--- src/verilog/ppu_pkg.sv ---
/* frame constants, CPU register selects, bus direction codes and the
   packed structs shared by the picture processing unit blocks */

package ppu_pkg;

    // frame geometry, one dot per clock
    localparam logic [8:0] SCREEN_WIDTH = 9'd341;
    localparam logic [8:0] SCREEN_HEIGHT = 9'd262;
    localparam logic [8:0] SCREEN_VISIBLE_WIDTH = 9'd256;
    localparam logic [8:0] SCREEN_VISIBLE_HEIGHT = 9'd240;
    localparam logic [8:0] VBLANK_LINE = 9'd242;

    // start of the palette window on the video bus
    localparam logic [13:0] PALETTE_BASE = 14'h3F00;

    // CPU register selects
    localparam logic [2:0] RS_PPUCTRL = 3'd0;
    localparam logic [2:0] RS_PPUMASK = 3'd1;
    localparam logic [2:0] RS_PPUSTATUS = 3'd2;
    localparam logic [2:0] RS_PPUSCROLL = 3'd5;
    localparam logic [2:0] RS_PPUADDR = 3'd6;
    localparam logic [2:0] RS_PPUDATA = 3'd7;

    // bus direction
    localparam logic RW_READ = 1'b1;
    localparam logic RW_WRITE = 1'b0;

    // CPU side register access, valid while cs_n is low
    typedef struct packed {
        logic       cs_n;
        logic       rw;
        logic [2:0] rs;
        logic [7:0] wdata;
    } cpu_bus_t;

    // beam position and visible-region flag
    typedef struct packed {
        logic [8:0] x;
        logic [8:0] y;
        logic       visible;
    } beam_t;

    // video bus request, strobes are active low
    typedef struct packed {
        logic        rd_n;
        logic        we_n;
        logic [13:0] address;
        logic [7:0]  data;
    } vram_req_t;

    // internal register state exposed for debug
    typedef struct packed {
        logic [7:0]  ppuctrl;
        logic [7:0]  ppumask;
        logic [7:0]  scroll_x;
        logic [7:0]  scroll_y;
        logic [13:0] ppuaddr;
        logic        w;
    } ppu_debug_t;

endpackage

--- src/verilog/ppu_beam_counter.sv ---
/* dot and scanline counters with the visible flag and vblank start/end pulses */

`timescale 1ns/1ps

module ppu_beam_counter (
    input  logic            i_clk,
    input  logic            i_reset_n,
    output ppu_pkg::beam_t  o_beam,
    output logic            o_vblank_start,
    output logic            o_vblank_end
);

    import ppu_pkg::*;

    logic [8:0] x;
    logic [8:0] y;
    logic       last_dot;
    logic       last_line;

    assign last_dot = (x == SCREEN_WIDTH - 9'd1);
    assign last_line = (y == SCREEN_HEIGHT - 9'd1);

    // x advances every clock, y on the x wrap
    always_ff @(posedge i_clk)
    begin
        if (!i_reset_n)
        begin
            x <= '0;
            y <= '0;
        end
        else if (last_dot)
        begin
            x <= '0;
            y <= last_line ? 9'd0 : y + 9'd1;
        end
        else
        begin
            x <= x + 9'd1;
        end
    end

    always_comb
    begin
        o_beam.x = x;
        o_beam.y = y;
        o_beam.visible = (x < SCREEN_VISIBLE_WIDTH) && (y < SCREEN_VISIBLE_HEIGHT);
    end

    // first dot of the vblank line, and the very last dot of the frame
    assign o_vblank_start = (x == 9'd0) && (y == VBLANK_LINE);
    assign o_vblank_end = last_dot && last_line;

endmodule

--- src/verilog/ppu_registers.sv ---
/* CPU register decode: control, mask, scroll and address registers, write toggle,
   vblank flag with interrupt, address stepping, palette/video routing and read mux */

`timescale 1ns/1ps

module ppu_registers (
    input  logic                i_clk,
    input  logic                i_reset_n,
    input  ppu_pkg::cpu_bus_t   i_cpu,
    input  logic                i_vblank_start,
    input  logic                i_vblank_end,
    input  logic [7:0]          i_palette_rdata,
    input  logic [7:0]          i_vram_buffer,
    output logic [7:0]          o_data,
    output logic                o_int_n,
    output logic                o_palette_we,
    output logic [4:0]          o_palette_addr,
    output logic [7:0]          o_palette_wdata,
    output logic                o_data_access,
    output logic                o_data_rw,
    output logic [13:0]         o_data_addr,
    output logic [7:0]          o_data_wdata,
    output ppu_pkg::ppu_debug_t o_debug
);

    import ppu_pkg::*;

    logic [7:0]  ppuctrl;
    logic [7:0]  ppumask;
    logic [7:0]  scroll_x;
    logic [7:0]  scroll_y;
    logic [13:0] ppuaddr;
    logic        w;
    logic        vblank;

    logic        cpu_rd;
    logic        cpu_wr;
    logic        status_rd;
    logic        data_access;
    logic        in_palette;
    logic [13:0] addr_step;

    assign cpu_rd = !i_cpu.cs_n && (i_cpu.rw == RW_READ);
    assign cpu_wr = !i_cpu.cs_n && (i_cpu.rw == RW_WRITE);
    assign status_rd = cpu_rd && (i_cpu.rs == RS_PPUSTATUS);
    assign data_access = !i_cpu.cs_n && (i_cpu.rs == RS_PPUDATA);
    assign in_palette = (ppuaddr >= PALETTE_BASE);

    // ppuctrl bit 2 selects a step of one row (32) instead of one byte
    assign addr_step = ppuctrl[2] ? 14'd32 : 14'd1;

    always_ff @(posedge i_clk)
    begin
        if (!i_reset_n)
        begin
            ppuctrl <= '0;
            ppumask <= '0;
            scroll_x <= '0;
            scroll_y <= '0;
            ppuaddr <= '0;
            w <= 1'b0;
        end
        else if (status_rd)
        begin
            w <= 1'b0;
        end
        else if (cpu_wr)
        begin
            case (i_cpu.rs)
                RS_PPUCTRL:
                begin
                    ppuctrl <= i_cpu.wdata;
                end
                RS_PPUMASK:
                begin
                    ppumask <= i_cpu.wdata;
                end
                RS_PPUSCROLL:
                begin
                    if (!w)
                        scroll_x <= i_cpu.wdata;
                    else
                        scroll_y <= i_cpu.wdata;
                    w <= !w;
                end
                RS_PPUADDR:
                begin
                    // high byte first, only 6 bits fit the 14-bit address
                    if (!w)
                        ppuaddr[13:8] <= i_cpu.wdata[5:0];
                    else
                        ppuaddr[7:0] <= i_cpu.wdata;
                    w <= !w;
                end
                RS_PPUDATA:
                begin
                    ppuaddr <= ppuaddr + addr_step;
                end
                default:
                begin
                end
            endcase
        end
        else if (data_access)
        begin
            // data reads step the address too
            ppuaddr <= ppuaddr + addr_step;
        end
    end

    // vblank flag, a status read wins over both frame events
    always_ff @(posedge i_clk)
    begin
        if (!i_reset_n)
            vblank <= 1'b0;
        else if (status_rd)
            vblank <= 1'b0;
        else if (i_vblank_start)
            vblank <= 1'b1;
        else if (i_vblank_end)
            vblank <= 1'b0;
    end

    assign o_int_n = !(vblank && ppuctrl[7]);

    // palette accesses stay inside the chip
    assign o_palette_we = data_access && cpu_wr && in_palette;
    assign o_palette_addr = ppuaddr[4:0];
    assign o_palette_wdata = i_cpu.wdata;

    // every data access goes to the video port, which drops palette writes
    assign o_data_access = data_access;
    assign o_data_rw = i_cpu.rw;
    assign o_data_addr = ppuaddr;
    assign o_data_wdata = i_cpu.wdata;

    always_comb
    begin
        o_data = 8'h00;
        if (cpu_rd)
        begin
            case (i_cpu.rs)
                RS_PPUSTATUS: o_data = {vblank, 7'b0};
                RS_PPUDATA:   o_data = in_palette ? i_palette_rdata : i_vram_buffer;
                default:      o_data = 8'h00;
            endcase
        end
    end

    always_comb
    begin
        o_debug.ppuctrl = ppuctrl;
        o_debug.ppumask = ppumask;
        o_debug.scroll_x = scroll_x;
        o_debug.scroll_y = scroll_y;
        o_debug.ppuaddr = ppuaddr;
        o_debug.w = w;
    end

endmodule

--- src/verilog/ppu_palette_ram.sv ---
/* 32 x 8 palette memory with the backdrop entries mirrored */

`timescale 1ns/1ps

module ppu_palette_ram (
    input  logic       i_clk,
    input  logic       i_we,
    input  logic [4:0] i_addr,
    input  logic [7:0] i_wdata,
    output logic [7:0] o_rdata
);

    logic [7:0] mem [0:31];
    logic [4:0] index;
    logic       backdrop;

    // entries 0x10, 0x14, 0x18 and 0x1C are the same cells as 0x00..0x0C
    assign backdrop = (i_addr[1:0] == 2'b00);
    assign index = {i_addr[4] && !backdrop, i_addr[3:0]};

    always_ff @(posedge i_clk)
    begin
        if (i_we)
        begin
            mem[index] <= i_wdata;
        end
    end

    // asynchronous read, the CPU sees the byte within the access cycle
    assign o_rdata = mem[index];

endmodule

--- src/verilog/ppu_vram_port.sv ---
/* video bus strobe generator with held address/data and the delayed-read buffer */

`timescale 1ns/1ps

module ppu_vram_port (
    input  logic                i_clk,
    input  logic                i_reset_n,
    input  logic                i_access,
    input  logic                i_rw,
    input  logic [13:0]         i_addr,
    input  logic [7:0]          i_wdata,
    input  logic [7:0]          i_vram_data,
    output ppu_pkg::vram_req_t  o_vram,
    output logic [7:0]          o_buffer
);

    import ppu_pkg::*;

    logic        rd_n;
    logic        we_n;
    logic [13:0] address;
    logic [7:0]  data;
    logic [7:0]  buffer;
    logic        start_rd;
    logic        start_wr;

    assign start_rd = i_access && (i_rw == RW_READ);
    // palette writes are handled inside the chip
    assign start_wr = i_access && (i_rw == RW_WRITE) && (i_addr < PALETTE_BASE);

    // strobes last one cycle, the CPU leaves an idle cycle between accesses
    always_ff @(posedge i_clk)
    begin
        if (!i_reset_n)
        begin
            rd_n <= 1'b1;
            we_n <= 1'b1;
            buffer <= '0;
        end
        else
        begin
            rd_n <= !start_rd;
            we_n <= !start_wr;
            if (!rd_n)
            begin
                // capture as the read strobe ends
                buffer <= i_vram_data;
            end
        end
    end

    // address and write data held through the strobe cycle
    always_ff @(posedge i_clk)
    begin
        if (i_access)
        begin
            address <= i_addr;
            data <= i_wdata;
        end
    end

    always_comb
    begin
        o_vram.rd_n = rd_n;
        o_vram.we_n = we_n;
        o_vram.address = address;
        o_vram.data = data;
    end

    assign o_buffer = buffer;

endmodule

--- src/verilog/ppu_top.sv ---
/* PPU core top: beam counter, register file, palette memory and video bus port */

`timescale 1ns/1ps

module ppu_top (
    input  logic                i_clk,
    input  logic                i_reset_n,

    // CPU side
    input  ppu_pkg::cpu_bus_t   i_cpu,
    output logic [7:0]          o_data,
    output logic                o_int_n,

    // video bus
    output ppu_pkg::vram_req_t  o_vram,
    input  logic [7:0]          i_vram_data,

    // beam position and register state
    output ppu_pkg::beam_t      o_beam,
    output ppu_pkg::ppu_debug_t o_debug
);

    logic        vblank_start;
    logic        vblank_end;

    logic        palette_we;
    logic [4:0]  palette_addr;
    logic [7:0]  palette_wdata;
    logic [7:0]  palette_rdata;

    logic        data_access;
    logic        data_rw;
    logic [13:0] data_addr;
    logic [7:0]  data_wdata;
    logic [7:0]  vram_buffer;

    ppu_beam_counter u_beam (
        .i_clk          (i_clk),
        .i_reset_n      (i_reset_n),
        .o_beam         (o_beam),
        .o_vblank_start (vblank_start),
        .o_vblank_end   (vblank_end)
    );

    ppu_registers u_regs (
        .i_clk           (i_clk),
        .i_reset_n       (i_reset_n),
        .i_cpu           (i_cpu),
        .i_vblank_start  (vblank_start),
        .i_vblank_end    (vblank_end),
        .i_palette_rdata (palette_rdata),
        .i_vram_buffer   (vram_buffer),
        .o_data          (o_data),
        .o_int_n         (o_int_n),
        .o_palette_we    (palette_we),
        .o_palette_addr  (palette_addr),
        .o_palette_wdata (palette_wdata),
        .o_data_access   (data_access),
        .o_data_rw       (data_rw),
        .o_data_addr     (data_addr),
        .o_data_wdata    (data_wdata),
        .o_debug         (o_debug)
    );

    ppu_palette_ram u_palette (
        .i_clk   (i_clk),
        .i_we    (palette_we),
        .i_addr  (palette_addr),
        .i_wdata (palette_wdata),
        .o_rdata (palette_rdata)
    );

    ppu_vram_port u_vram_port (
        .i_clk       (i_clk),
        .i_reset_n   (i_reset_n),
        .i_access    (data_access),
        .i_rw        (data_rw),
        .i_addr      (data_addr),
        .i_wdata     (data_wdata),
        .i_vram_data (i_vram_data),
        .o_vram      (o_vram),
        .o_buffer    (vram_buffer)
    );

endmodule

--- config.mk ---
export PLATFORM = sky130hd
export DESIGN_NAME = ppu_top
export DESIGN_NICKNAME = d
export VERILOG_FILES = /design/src/verilog/ppu_pkg.sv /design/src/verilog/ppu_beam_counter.sv /design/src/verilog/ppu_registers.sv /design/src/verilog/ppu_palette_ram.sv /design/src/verilog/ppu_vram_port.sv /design/src/verilog/ppu_top.sv
export SDC_FILE = /design/constraint.sdc
export NUM_CORES = 1
export LEC_CHECK = 0
export ABC_AREA = 1
export BUFFER_PORTS_ARGS = -buffer_cell sky130_fd_sc_hd__buf_4
export CAP_MARGIN = 20
export CORE_MARGIN = 4
export CORE_UTILIZATION = 60
export CTS_CLUSTER_DIAMETER = 80
export DETAILED_ROUTE_END_ITERATION = 10
export PLACE_DENSITY = 0.78
export REMOVE_ABC_BUFFERS = 1
export SETUP_SLACK_MARGIN = 0.1
export SLEW_MARGIN = 0
export SYNTH_ARGS = -nofsm -noshare
export SYNTH_HDL_FRONTEND = slang
export SYNTH_SLANG_ARGS = --single-unit
--- constraint.sdc ---
create_clock -name i_clk -period 3.5 [get_ports i_clk]
set_input_delay 0.35 -clock i_clk [delete_from_list [all_inputs] [get_ports i_clk]]
set_output_delay 0.35 -clock i_clk [all_outputs]
set_load 0.01 [all_outputs]
-- After elaboration in Yosys (flattened, before gate mapping)
Memory sizes are Yosys's and may differ from the RTL's.
Cells that the tools add are included.
- $add $sub $neg: 3
- order comparisons: 4
- equality and inequality tests: 11
- multiplexer cells: 14
- bitwise logic cells: 4
- reductions and logical operators: 35
- operator list (cell ; count):
    two-way mux 14 bit ; 2
    case mux 14 bit (2 select lines) ; 1
    two-way mux 8 bit ; 3
    adder 9 x 1 -> 9 bit (second input constant) ; 2
    equality test 9 bit (second input constant) ; 2
    case mux 8 bit (2 select lines) ; 1
    AND reduction 4 bit ; 4
    adder 14 bit ; 1
    greater-or-equal comparator 14 bit (second input constant) ; 1
    logical AND 1 bit ; 14
    < comparator 14 bit (second input constant) ; 1
    two-way mux 6 bit ; 2
    equality test 3 bit (second input constant) ; 3
    equality test 9 x 8 -> 1 bit (second input constant) ; 1
    zero test 9 bit ; 1
    < comparator 9 x 8 -> 1 bit (second input constant) ; 1
    < comparator 9 bit (second input constant) ; 1
    two-way mux 9 bit ; 1
    zero test 1 bit ; 6
    inequality test 3 bit (second input constant) ; 2
    AND reduction 3 bit ; 2
    OR reduction 2 bit ; 3
    two-way mux 1 bit ; 4
    inverter 1 bit ; 4
    other kinds (7) ; 8
- register bits: 98
- RAM bits: 256
- bits of input ports: 23
- output and inout bits: 99
- logic and storage cells: 87
- memories: 1
- memory list (name ; words ; width ; rd ports ; clocked after Yosys merged registers in ; wr ports ; line ; RTL):
    u_palette.mem ; 32 ; 8 ; 1 ; 0 ; 1 ; ppu_palette_ram.sv:13 ; logic [7:0] mem [0:31];

-- Logic depth before layout (Yosys ltp)
Gate-level depths: netlist of run 1.
An unclocked memory read counts as a cell.
- word-level depth: 7
- gate-level depth with buffers: 12
- gate-level depth less buffers: 12

-- Hierarchy
From an unflattened synthesis of run 1, not the netlist that was laid out.
- cell total of the unflattened synthesis: 1530
- area total of the unflattened synthesis: 14273.7 µm²
- by module, submodules not included (module ; times used ; cells each ; area each (µm²) ; sequential area each (µm²)):
    ppu_palette_ram ; 1 ; 915 ; 9514.1 ; 6726.5
    ppu_registers ; 1 ; 392 ; 2665.1 ; 960.9
    ppu_beam_counter ; 1 ; 151 ; 1063.5 ; 360.3
    ppu_vram_port ; 1 ; 72 ; 1031.0 ; 860.8

-- Worst setup path before layout of run 1
No wires, ideal clock.
- kind: register -> register
- start point: reg u_regs.ppuaddr[9], in the netlist u_regs.o_data_addr[9]
- end point: mem u_palette.mem[13][0], enable pin
- library setup time: 0.370 ns
- arrival: 1.622 ns
- required time: 3.130 ns
- slack: 1.508 ns
- cell stages (with the launch flop): 7
- buffers on the path: 0
- period minus slack after synthesis: 1.992 ns
- path through: dfxtp_1 > nand2_1 > nor2_2 > nand3_2 > nor3_2 > nand2_1 > nor2_1
- longest elaborated chain between the ends: 4
- RTL lines (what ; line ; RTL):
    start, declared ; ppu_registers.sv:32 ; logic [13:0] ppuaddr;
    start signal, assigned ; ppu_registers.sv:90 ; ppuaddr[13:8] <= i_cpu.wdata[5:0];
    start signal, assigned ; ppu_registers.sv:97 ; ppuaddr <= ppuaddr + addr_step;
    start signal, assigned ; ppu_registers.sv:107 ; ppuaddr <= ppuaddr + addr_step;
    greater-or-equal comparator 14 bit ; ppu_registers.sv:47 ; assign in_palette = (ppuaddr >= PALETTE_BASE);
    logical AND 1 bit ; ppu_registers.sv:127 ; assign o_palette_we = data_access && cpu_wr && in_palette;
    two-way mux 1 bit ; ppu_palette_ram.sv:23 ; if (i_we)
    two-way mux 1 bit (implied by the code) ; ppu_palette_ram.sv:25 ; mem[index] <= i_wdata;
    end, declared ; ppu_palette_ram.sv:13 ;
Every way passes these cells.

-- Final worst setup path of run 1
- start point: reg u_regs.ppuaddr[1], in the netlist u_regs.o_data_addr[1]
- end point: out o_data[4]
- longest elaborated chain between the ends: 7
- elaborated cells between the ends (all ways): 8
- those cells by class: order compare (1); mux (3); reduce/logical (3); memory (1)
- RTL lines (what ; line ; RTL):
    start signal, assigned ; ppu_registers.sv:92 ; ppuaddr[7:0] <= i_cpu.wdata;
    start signal, assigned ; ppu_registers.sv:97 ;
    start signal, assigned ; ppu_registers.sv:107 ;
    zero test 2 bit ; ppu_palette_ram.sv:18 ; assign backdrop = (i_addr[1:0] == 2'b00);
    zero test 1 bit ; ppu_palette_ram.sv:19 ; assign index = {i_addr[4] && !backdrop, i_addr[3:0]};
    logical AND 1 bit ; ppu_palette_ram.sv:19 ;
    memory (32 x 8 bit) ; - ;
    two-way mux 8 bit * ; ppu_registers.sv:144 ; RS_PPUDATA: o_data = in_palette ? i_palette_rdata : i_vram_buffer;
    case mux 8 bit (2 select lines) * ; ppu_registers.sv:142 ; case (i_cpu.rs)
    two-way mux 8 bit * ; ppu_registers.sv:140 ; if (cpu_rd)
    end, declared ; ppu_top.sv:11 ; output logic [7:0] o_data,
Every way passes the cells marked *; elsewhere a longest branch is shown, timed or not.

==> impl_metrics.py, run 1 <==
metrics = {
    "floorplan": {
        "dieArea_um2": 24900,
        "fp.dieH_um": 158,
        "die_x_um": 158,
        "io-pin-count": 122,
        "core-area_um2": 22000,
        "start_util_pct": 61.2,
        "num_rows": 54,
    },
    "drt": {
        "drt.antenna.violating_nets": 0,
        "drc": 0,
        "drtIter0Drc": 1088,
        "firstDrtPassIters": 6,
        "wl_um": 35000,
        "num_vias": 10100,
        "avgRoutedWirePerCell_um": 19.9,
        "vias_per_cell": 5.76,
    },
    "critical_path": {
        "critPathMaxFanout": 25,
        "crit_arrival_ps": 2940,
        "r2r-start": "u_regs.o_data_addr[9]",
        "critPathLaunchType": "flip-flop",
        "end_kind": "primary output",
        "crit_start": "u_regs.o_data_addr[1]",
        "criticalPathCategory": "reg -> out",
        "required_ps": 3150,
        "r2r_cells": 6,
    },
    "power": {
        "p_comb_share_pct": 5.3,
        "leakage_nw": 5.94,
        "seqPwrFrac_pct": 52.2,
        "total_switching_power_mw": 1.73,
        "vdd_drop_max_uv": 353,
        "clkPwrFrac_pct": 42.5,
        "p_per_area_nw_per_um2": 510,
        "p_int_mw": 6.23,
        "switching_share_pct": 21.7,
    },
    "sta": {
        "fin_hold_ws_ps": 41.2,
        "fin_crit_sh_pct": 93.9,
        "maxSlewHeadroom_pct": 42.1,
        "slew_violations": 0,
        "fmax_mhz": 304,
        "finalSetupViolCount": 0,
        "layout_min_cycle_time_ps": 3290,
        "worstMarginPinSlew_ps": 865,
        "clock_skew_ps": 14.0,
        "rsz0062_at_grt": "false",
        "hold_violations": 0,
    },
    "global_routing": {
        "antenna_found_initial": 0,
        "grt_max_degree": 55,
        "grt-ovfl-total": 0,
        "grt_pass1_wl_um": 53800,
        "grt_pass1_vias": 9687,
        "grt_use_total_pct": 28.0,
    },
    "cts": {
        "postCtsHoldBufs": 0,
        "htree_num_levels": 1,
        "cts_buffers": 31,
        "clock_sink_count": 322,
        "cts_tree": "built",
        "cts_root_buf": "clkbuf_16",
        "cts.clk_slew.worst_paths_ps": 60,
        "clock_path_buffers": 3,
        "clk-insertion-delay-late_ps": 550,
    },
    "placed_design": {
        "port_buffers": 121,
        "dpl_cell_area_um2": 14600,
        "place_congestion": 0.869,
        "post-place-cells": 1698,
        "place_hpwl_um": 22200,
    },
    "yosys": {
        "netlist_area_um2": 13400,
        "avgSynthCellArea_um2": 10.1,
        "yosys.cell_types.count": 39,
        "ys_async_sr_fraction_pct": 0,
        "ys_seq_area_share_pct": 66.3,
        "synth_edf_count": 246,
        "yosys_most_used_dff": "edfxtp_1",
        "synth-seq-cells": 322,
        "synth_warnings": 0,
        "synthesis.instances": 1332,
    },
    "layout": {
        "final_cells": 1755,
        "fin_nets": 1482,
        "fin_area_um2": 15600,
        "syn_to_final_growth_pct": 16.0,
        "layout-drive-gt1-share_pct": 14.8,
        "antenna_cells": 0,
        "final_core_util_pct": 71.0,
    },
    "min_path": {
        "hp-class": "in -> reg",
        "hold_depth": 3,
        "hold_start": "i_vram_data[4]",
    },
    "status": {
        "status": "completed",
    },
    "run": {
        "max_cap_viol_count": 0,
    },
}
-- synth_stat cells, types with 3 or more instances --
cell	count	area [µm²]
a21oi_1	65	325
o21ai_1	6	30.0
o21a_1	4	30.0
nor4_1	5	31.3
inv_1	80	300
nor2_1	116	435
ha_1	8	100
o21ai_0	65	325
xor2_1	5	43.8
nand2_1	423	1590
inv_2	6	22.5
buf_6	3	33.8
nand3_1	93	465
nor2_2	8	50.1
nand4_1	37	231
nand3_2	4	40.0
nand2_2	3	18.8
nor3_1	9	45.0
buf_4	10	75.1
clkbuf_1	16	60.1
buf_2	24	120
dfxtp_1	76	1520
edfxtp_1	246	7390
-- power by group through the flow --
stage / sequential (mW) / clock (mW) / combinational [mW]
final: 4.15 / 3.38 / 0.420
after global routing: 4.16 / 3.58 / 0.460
after CTS: 4.16 / 3.41 / 0.416
after detailed placement: 4.24 / 0 / 0.412
after global placement: 4.24 / 0 / 0.405
after floorplan: 4.25 / 0 / 0.183
-- sequential cells by signal (all words and copies together), names as in the netlist, 9 cells and up --
| register | flops |
|---|---|
| u_beam.y | 9 |
| u_regs.o_data_addr | 14 |
| u_vram_port.address | 14 |
| u_palette.mem | 224 |
| u_beam.x | 9 |
-- final cells by class --
cell class,instances,area (µm²)
Sequential cell,322,8910
Fill cell,1561,6360
Multi-Input combinational cell,868,3910
Timing Repair Buffer,141,1060
Clock buffer,44,885
Tap cell,280,350
Inverter,87,327
Clock inverter,13,153
-- stage by stage --
stage	setup slack [ps]	power (mW)	setup TNS, ps
2_1_floorplan	-700	4.43	-49120
3_3_place_gp	696	4.64	0
3_5_place_dp	636	4.65	0
4_1_cts	141	7.98	0
5_1_grt	128	8.19	0
6_report	213	7.96	0
-- placed cells by master, fill, tap and decap left out, types with 3 or more instances in the layout --
cell        instances
a21oi_1            65
buf_4             141
bufinv_16           3
clkbuf_1            7
clkbuf_16          31
clkbuf_8            6
clkinv_1            3
clkinv_2            3
clkinvlp_4          3
dfxtp_1            74
edfxtp_1          246
ha_1                8
inv_1              80
inv_2               6
nand2_1           423
nand2_2             3
nand3_1            93
nand3_2             4
nand4_1            37
nor2_1            116
nor2_2              8
nor3_1              9
nor4_1              5
o21a_1              4
o21ai_0            65
o21ai_1             6
xor2_1              5
-- what timing repair did --
action,CTS,global route
buffers inserted,0,0
resized for setup,0,2
endpoints found under the setup margin,0,8
-- path summary, 6_finish.rpt --
path / end / slack [ps]
max: o_data[4] / 210
min: u_vram_port.o_buffer[4] / 40
max reg2reg: u_palette.mem[2][5] / 720
min reg2reg: u_regs.ppumask[1] / 450
-- critical path, stage by stage (launching register included) --
cell,delay [ps]
dfxtp_1,630
inv_2,100
nor2_4,410
buf_4,390
nand2_1,100
nand4_1,130
nand3_1,90
nand2_1,80
nand2_1,70
a21oi_1,210
buf_4,160
-- kinds of logic after synthesis --
kind of cell	count (synthesis)	share of synthesized area, %
adder cells (fa/ha/maj)	8	0.745
flip-flops	322	66.3
buffers and inverters	142	4.65
AO/OA/AOI/OAI	149	5.86
AND/OR/NAND/NOR	704	22.0
XOR/XNOR	7	0.456
-- per-layer routing --
metal	global-route usage (%)	vias to the layer above	wire (µm)
met4	8.11	0	916
li1	-	4744	-
met3	5.58	76	3690
met5	0	-	0
met1	40.5	4724	14200
met2	43.6	559	16200
Note: power is estimated with default switching activity, not from simulation.
==> inputs of run 2 (changes only) <==
PLACE_DENSITY = 0.82   (was 0.78)
SETUP_SLACK_MARGIN = 0.4   (was 0.1)
==> impl_metrics.py, run 2 (synthesis gave the netlist of run 1 again) <==
metrics = {
    "run": {
        "max_cap_viol_count": 0,
    },
    "drt": {
        "avgRoutedWirePerCell_um": 20.1,
        "firstDrtPassIters": 6,
        "drtIter0Drc": 1299,
        "num_vias": 10400,
        "drt.antenna.violating_nets": 0,
        "wl_um": 35200,
        "drc": 0,
        "vias_per_cell": 5.93,
    },
    "layout": {
        "multi_input_area_um2": 3920,
        "syn_to_final_growth_pct": 16.9,
        "final_core_util_pct": 71.5,
        "layout_common_cells": "nand2_1 (423), edfxtp_1 (246), buf_4 (133)",
        "fin_nets": 1477,
        "regMostFlops": "u_palette.mem",
        "final_common_cell": "nand2_1",
        "register_area_um2": 8910,
        "largest_register_ffs": 224,
        "antenna_cells": 0,
        "fill_cells": 1508,
        "layout-drive-gt1-share_pct": 15.2,
    },
    "floorplan": {
        "io-pin-count": 122,
        "core-area_um2": 22000,
        "dieArea_um2": 24900,
        "start_util_pct": 61.2,
        "num_rows": 54,
        "die_x_um": 158,
        "fp.dieH_um": 158,
    },
    "global_routing": {
        "antenna_found_initial": 0,
        "grt_pass1_wl_um": 54400,
        "grt_max_degree": 55,
        "grt_use_total_pct": 28.1,
        "grt-ovfl-total": 0,
        "grt_pass1_vias": 10100,
    },
    "min_path": {
        "hp-class": "in -> reg",
    },
    "critical_path": {
        "crit_arrival_ps": 2660,
        "r2r_setup_slack_ps": 520,
        "slowest_delay_ps": 400,
        "critPathSlowestCell": "dfxtp_2",
        "criticalPathCategory": "reg -> out",
        "path_cells": "buf_6 -> o21ai_4 -> inv_2 -> nor2_2 -> nand2_1 -> nand3_1 -> nor2_1 -> a21oi_1 -> buf_4",
        "required_ps": 3150,
        "end_kind": "primary output",
        "critPathLaunchType": "flip-flop",
        "critPathMaxFanout": 32,
    },
    "placed_design": {
        "place_hpwl_um": 21900,
        "port_buffers": 121,
        "place_congestion": 0.909,
    },
    "status": {
        "status": "completed",
    },
    "sta": {
        "rsz0062_at_grt": "true",
        "slew_violations": 0,
        "finalSetupViolCount": 0,
        "hold_violations": 0,
        "fin_crit_sh_pct": 85.9,
        "fmax_mhz": 332,
        "layout_min_cycle_time_ps": 3010,
        "worstMarginPinSlew_ps": 961,
        "maxSlewHeadroom_pct": 35.7,
        "clock_skew_ps": 24.6,
    },
    "cts": {
        "cts.clk_slew.worst_paths_ps": 70,
        "cts_root_buf": "clkbuf_16",
        "clk-insertion-delay-late_ps": 570,
        "postCtsHoldBufs": 0,
        "clock_path_buffers": 3,
        "cts_buffers": 31,
        "clock_sink_count": 322,
        "htree_num_levels": 1,
        "cts_tree": "built",
    },
    "power": {
        "seqPwrFrac_pct": 50.2,
        "leakage_nw": 5.97,
        "p_int_mw": 6.50,
        "p_per_area_nw_per_um2": 526,
        "clkPwrFrac_pct": 44.6,
        "total_switching_power_mw": 1.77,
        "switching_share_pct": 21.4,
        "p_comb_share_pct": 5.2,
        "power.total_mw": 8.27,
        "vdd_drop_max_uv": 456,
    },
}
==> run 2: cell count changes in the layout (fill, tap and decap cells not counted), sizes merged <==
| cell | delta |
|---|---|
| inv | -1 |
| buf | -5 |
| bufinv | +5 |
| clkbuf | -10 |
| clkinvlp | +1 |
| clkinv | +6 |
==> run 2: area by class of cell <==
cell class | count | share of cell area (%)
repair buffers | 136 | 6.68
clock buffers | 34 | 5.07
inverters | 87 | 2.13
multi-input cells | 868 | 24.9
clock inverters | 24 | 2.20
well taps | 280 | 2.23
flip-flops and latches | 322 | 56.7
==> run 2: final timing paths <==
path                        endpoint             startpoint  depth (start not counted)
max                        o_data[4]  u_regs.o_data_addr[1]                          9
max reg2reg     u_palette.mem[19][5]  u_regs.o_data_addr[9]                          6
min reg2reg        u_regs.ppuctrl[4]      u_regs.ppuctrl[4]                          2
min          u_vram_port.o_buffer[6]         i_vram_data[6]                          3
==> run 2: power groups by stage <==
stage | registers, mW | clock network, mW | logic, mW
2_1_floorplan | 4.25 | 0 | 0.183
3_3_place_gp | 4.23 | 0 | 0.405
3_5_place_dp | 4.23 | 0 | 0.415
4_1_cts | 4.15 | 3.70 | 0.421
5_1_grt | 4.15 | 3.87 | 0.470
6_report | 4.15 | 3.69 | 0.432
==> run 2: timing repair <==
item                       in CTS  in global routing
buffers inserted                0                  3
setup endpoints to repair       8                  8
gates cloned                    0                  0
pin swaps                       0                  1
resized for setup               5                  4
==> run 2: critical path: cells and delay by family, from the launching register on <==
kind	cells	cell delay [ps]
AO/OA/AOI/OAI	2	390
AND/OR/NAND/NOR	4	740
buffers and inverters	3	560
flip-flops	1	400
==> run 2: routing by layer <==
layer  wire length [µm]  part of all wire (%)  track usage, %
met2              16700                    47            45.2
met1              13600                    39            38.9
met3               3820                    11            5.17
met4               1130                   3.2            9.59
met5                  0                     0               0
==> run 2: stage by stage <==
stage	std cells	worst slack, ps	instance area, µm²	hold WS [ps]	setup TNS, ps
floorplan	1277	-700	13100	420	-49120
global placement	1690	768	14500	435	0
detailed placement	1690	639	14500	440	0
CTS	1748	408	15700	17.3	0
global route	1751	383	15700	43.3	0
finish	1751	492	15700	24.1	0
==> inputs of run 3 (changes only) <==
BUFFER_PORTS_ARGS = unset   (was -buffer_cell sky130_fd_sc_hd__buf_4)
CAP_MARGIN = 15   (was 20)
DONT_BUFFER_PORTS = 1   (was unset)
PLACE_DENSITY = 0.78   (was 0.82)
==> impl_metrics.py, run 3 (synthesis gave the netlist of run 1 again) <==
metrics = {
    "sta": {
        "worstMarginPinSlew_ps": 901,
        "final.setup.tns_ps": 0,
        "finalSetupViolCount": 0,
        "slew_violations": 0,
        "clock_skew_ps": 4.70,
        "hold_violations": 0,
        "maxSlewHeadroom_pct": 39.7,
        "fin_hold_ws_ps": 2.96,
        "worst_slack_ps": 555,
        "fmax_mhz": 340,
        "fin_crit_sh_pct": 84.1,
        "rsz0062_at_grt": "false",
        "layout_min_cycle_time_ps": 2940,
    },
    "cts": {
        "htree_num_levels": 1,
        "clk-insertion-delay-late_ps": 550,
        "cts_buffers": 31,
        "clock_path_buffers": 3,
        "cts_root_buf": "clkbuf_16",
        "cts.clk_slew.worst_paths_ps": 60,
        "cts_tree": "built",
        "clock_sink_count": 322,
    },
    "min_path": {
        "hp-class": "in -> reg",
    },
    "global_routing": {
        "grt_pass1_vias": 9546,
        "grt_max_degree": 52,
        "busiest_layer": "met2",
        "use_met2_pct": 43.6,
        "grt-ovfl-total": 0,
        "antenna_found_initial": 0,
        "grtUsageMet1_pct": 37.6,
        "grt_pass1_wl_um": 52900,
        "met3_usage_pct": 7.22,
        "grt_use_total_pct": 27.6,
    },
    "layout": {
        "regMostFlops": "u_palette.mem",
        "fill_cells": 1549,
        "fin_nets": 1389,
        "antenna_cells": 0,
        "fin_area_um2": 15000,
        "largest_register_ffs": 224,
        "final_common_cell": "nand2_1",
        "layout_common_cells": "nand2_1 (423), edfxtp_1 (246), nor2_1 (115)",
        "layout-drive-gt1-share_pct": 8.18,
        "syn_to_final_growth_pct": 11.7,
        "final_core_util_pct": 68.4,
        "final_cells": 1662,
    },
    "floorplan": {
        "dieArea_um2": 24900,
        "core-area_um2": 22000,
        "num_rows": 54,
        "start_util_pct": 61.2,
        "fp.dieH_um": 158,
        "io-pin-count": 122,
        "die_x_um": 158,
    },
    "critical_path": {
        "crit_arrival_ps": 2590,
        "criticalPathCategory": "reg -> out",
        "critPathMaxFanout": 15,
        "critPathLaunchType": "flip-flop",
        "required_ps": 3150,
        "end_kind": "primary output",
    },
    "placed_design": {
        "place_hpwl_um": 20800,
        "post-place-ws_ps": 622,
        "port_buffers": 0,
        "dpl_cell_area_um2": 13700,
        "post-place-cells": 1580,
        "place_congestion": 0.907,
    },
    "power": {
        "total_switching_power_mw": 1.66,
        "seqPwrFrac_pct": 53.7,
        "switching_share_pct": 21.5,
        "clkPwrFrac_pct": 41.1,
        "vdd_drop_max_uv": 390,
        "p_int_mw": 6.08,
        "power.total_mw": 7.75,
        "leakage_nw": 5.48,
        "p_per_area_nw_per_um2": 516,
        "p_comb_share_pct": 5.2,
    },
    "drt": {
        "drt.antenna.violating_nets": 0,
        "drtIter0Drc": 1123,
        "firstDrtPassIters": 5,
        "avgRoutedWirePerCell_um": 20.6,
        "num_vias": 9850,
        "vias_per_cell": 5.93,
        "drc": 0,
        "wl_um": 34200,
    },
    "status": {
        "status": "completed",
    },
    "run": {
        "max_cap_viol_count": 0,
    },
}
-- run 3: area by class of cell --
type                            instances  area (µm²)  share of cell area (%)
Multi-Input combinational cell        868        3920                    26.1
Sequential cell                       322        8910                    59.4
Tap cell                              280         350                    2.33
Inverter                               87         335                    2.23
Clock buffer                           43         851                    5.67
Timing Repair Buffer                   48         526                    3.50
Clock inverter                         14         119                   0.792
-- run 3: per-layer routing --
layer	wire length (µm)	share of wire, %
met5	0	0
met4	975	2.9
met3	3920	11
met2	15900	47
met1	13300	39
-- run 3: worst max-delay path, cell delays in order (launching register included) --
cell and delay, ps:
dfxtp_1 490, nand2_1 180, nor2_2 230, nand3_2 160, inv_1 410, nand2_1 180
nor2_1 160, a21oi_1 100, buf_4 150
-- run 3: final timing paths --
check                                      startpoint  depth (start not counted)              endpoint  slack (ps)
worst min register to register      u_regs.ppuctrl[0]                          2     u_regs.ppuctrl[0]         490
worst max register to register  u_regs.o_data_addr[9]                          6  u_palette.mem[15][5]         650
worst max-delay path            u_regs.o_data_addr[9]                          8             o_data[5]         560
worst min-delay path                         i_cpu[0]                          2     u_regs.ppuctrl[0]           3
-- run 3: power by group through the flow --
stage	Sequential (mW)	Clock (mW)	Combinational, mW
2_1_floorplan	4.25	0	0.183
3_3_place_gp	4.24	0	0.280
3_5_place_dp	4.24	0	0.286
4_1_cts	4.16	3.21	0.388
5_1_grt	4.16	3.38	0.437
6_report	4.16	3.19	0.400
-- run 3: timing repair --
item                                   4_1_cts  5_1_grt
pin swaps                                    1        1
gates resized for setup                      2        7
buffers inserted                             0        3
endpoints found under the hold margin      283        0
setup endpoints to repair                    6        8
hold buffers                                22        0
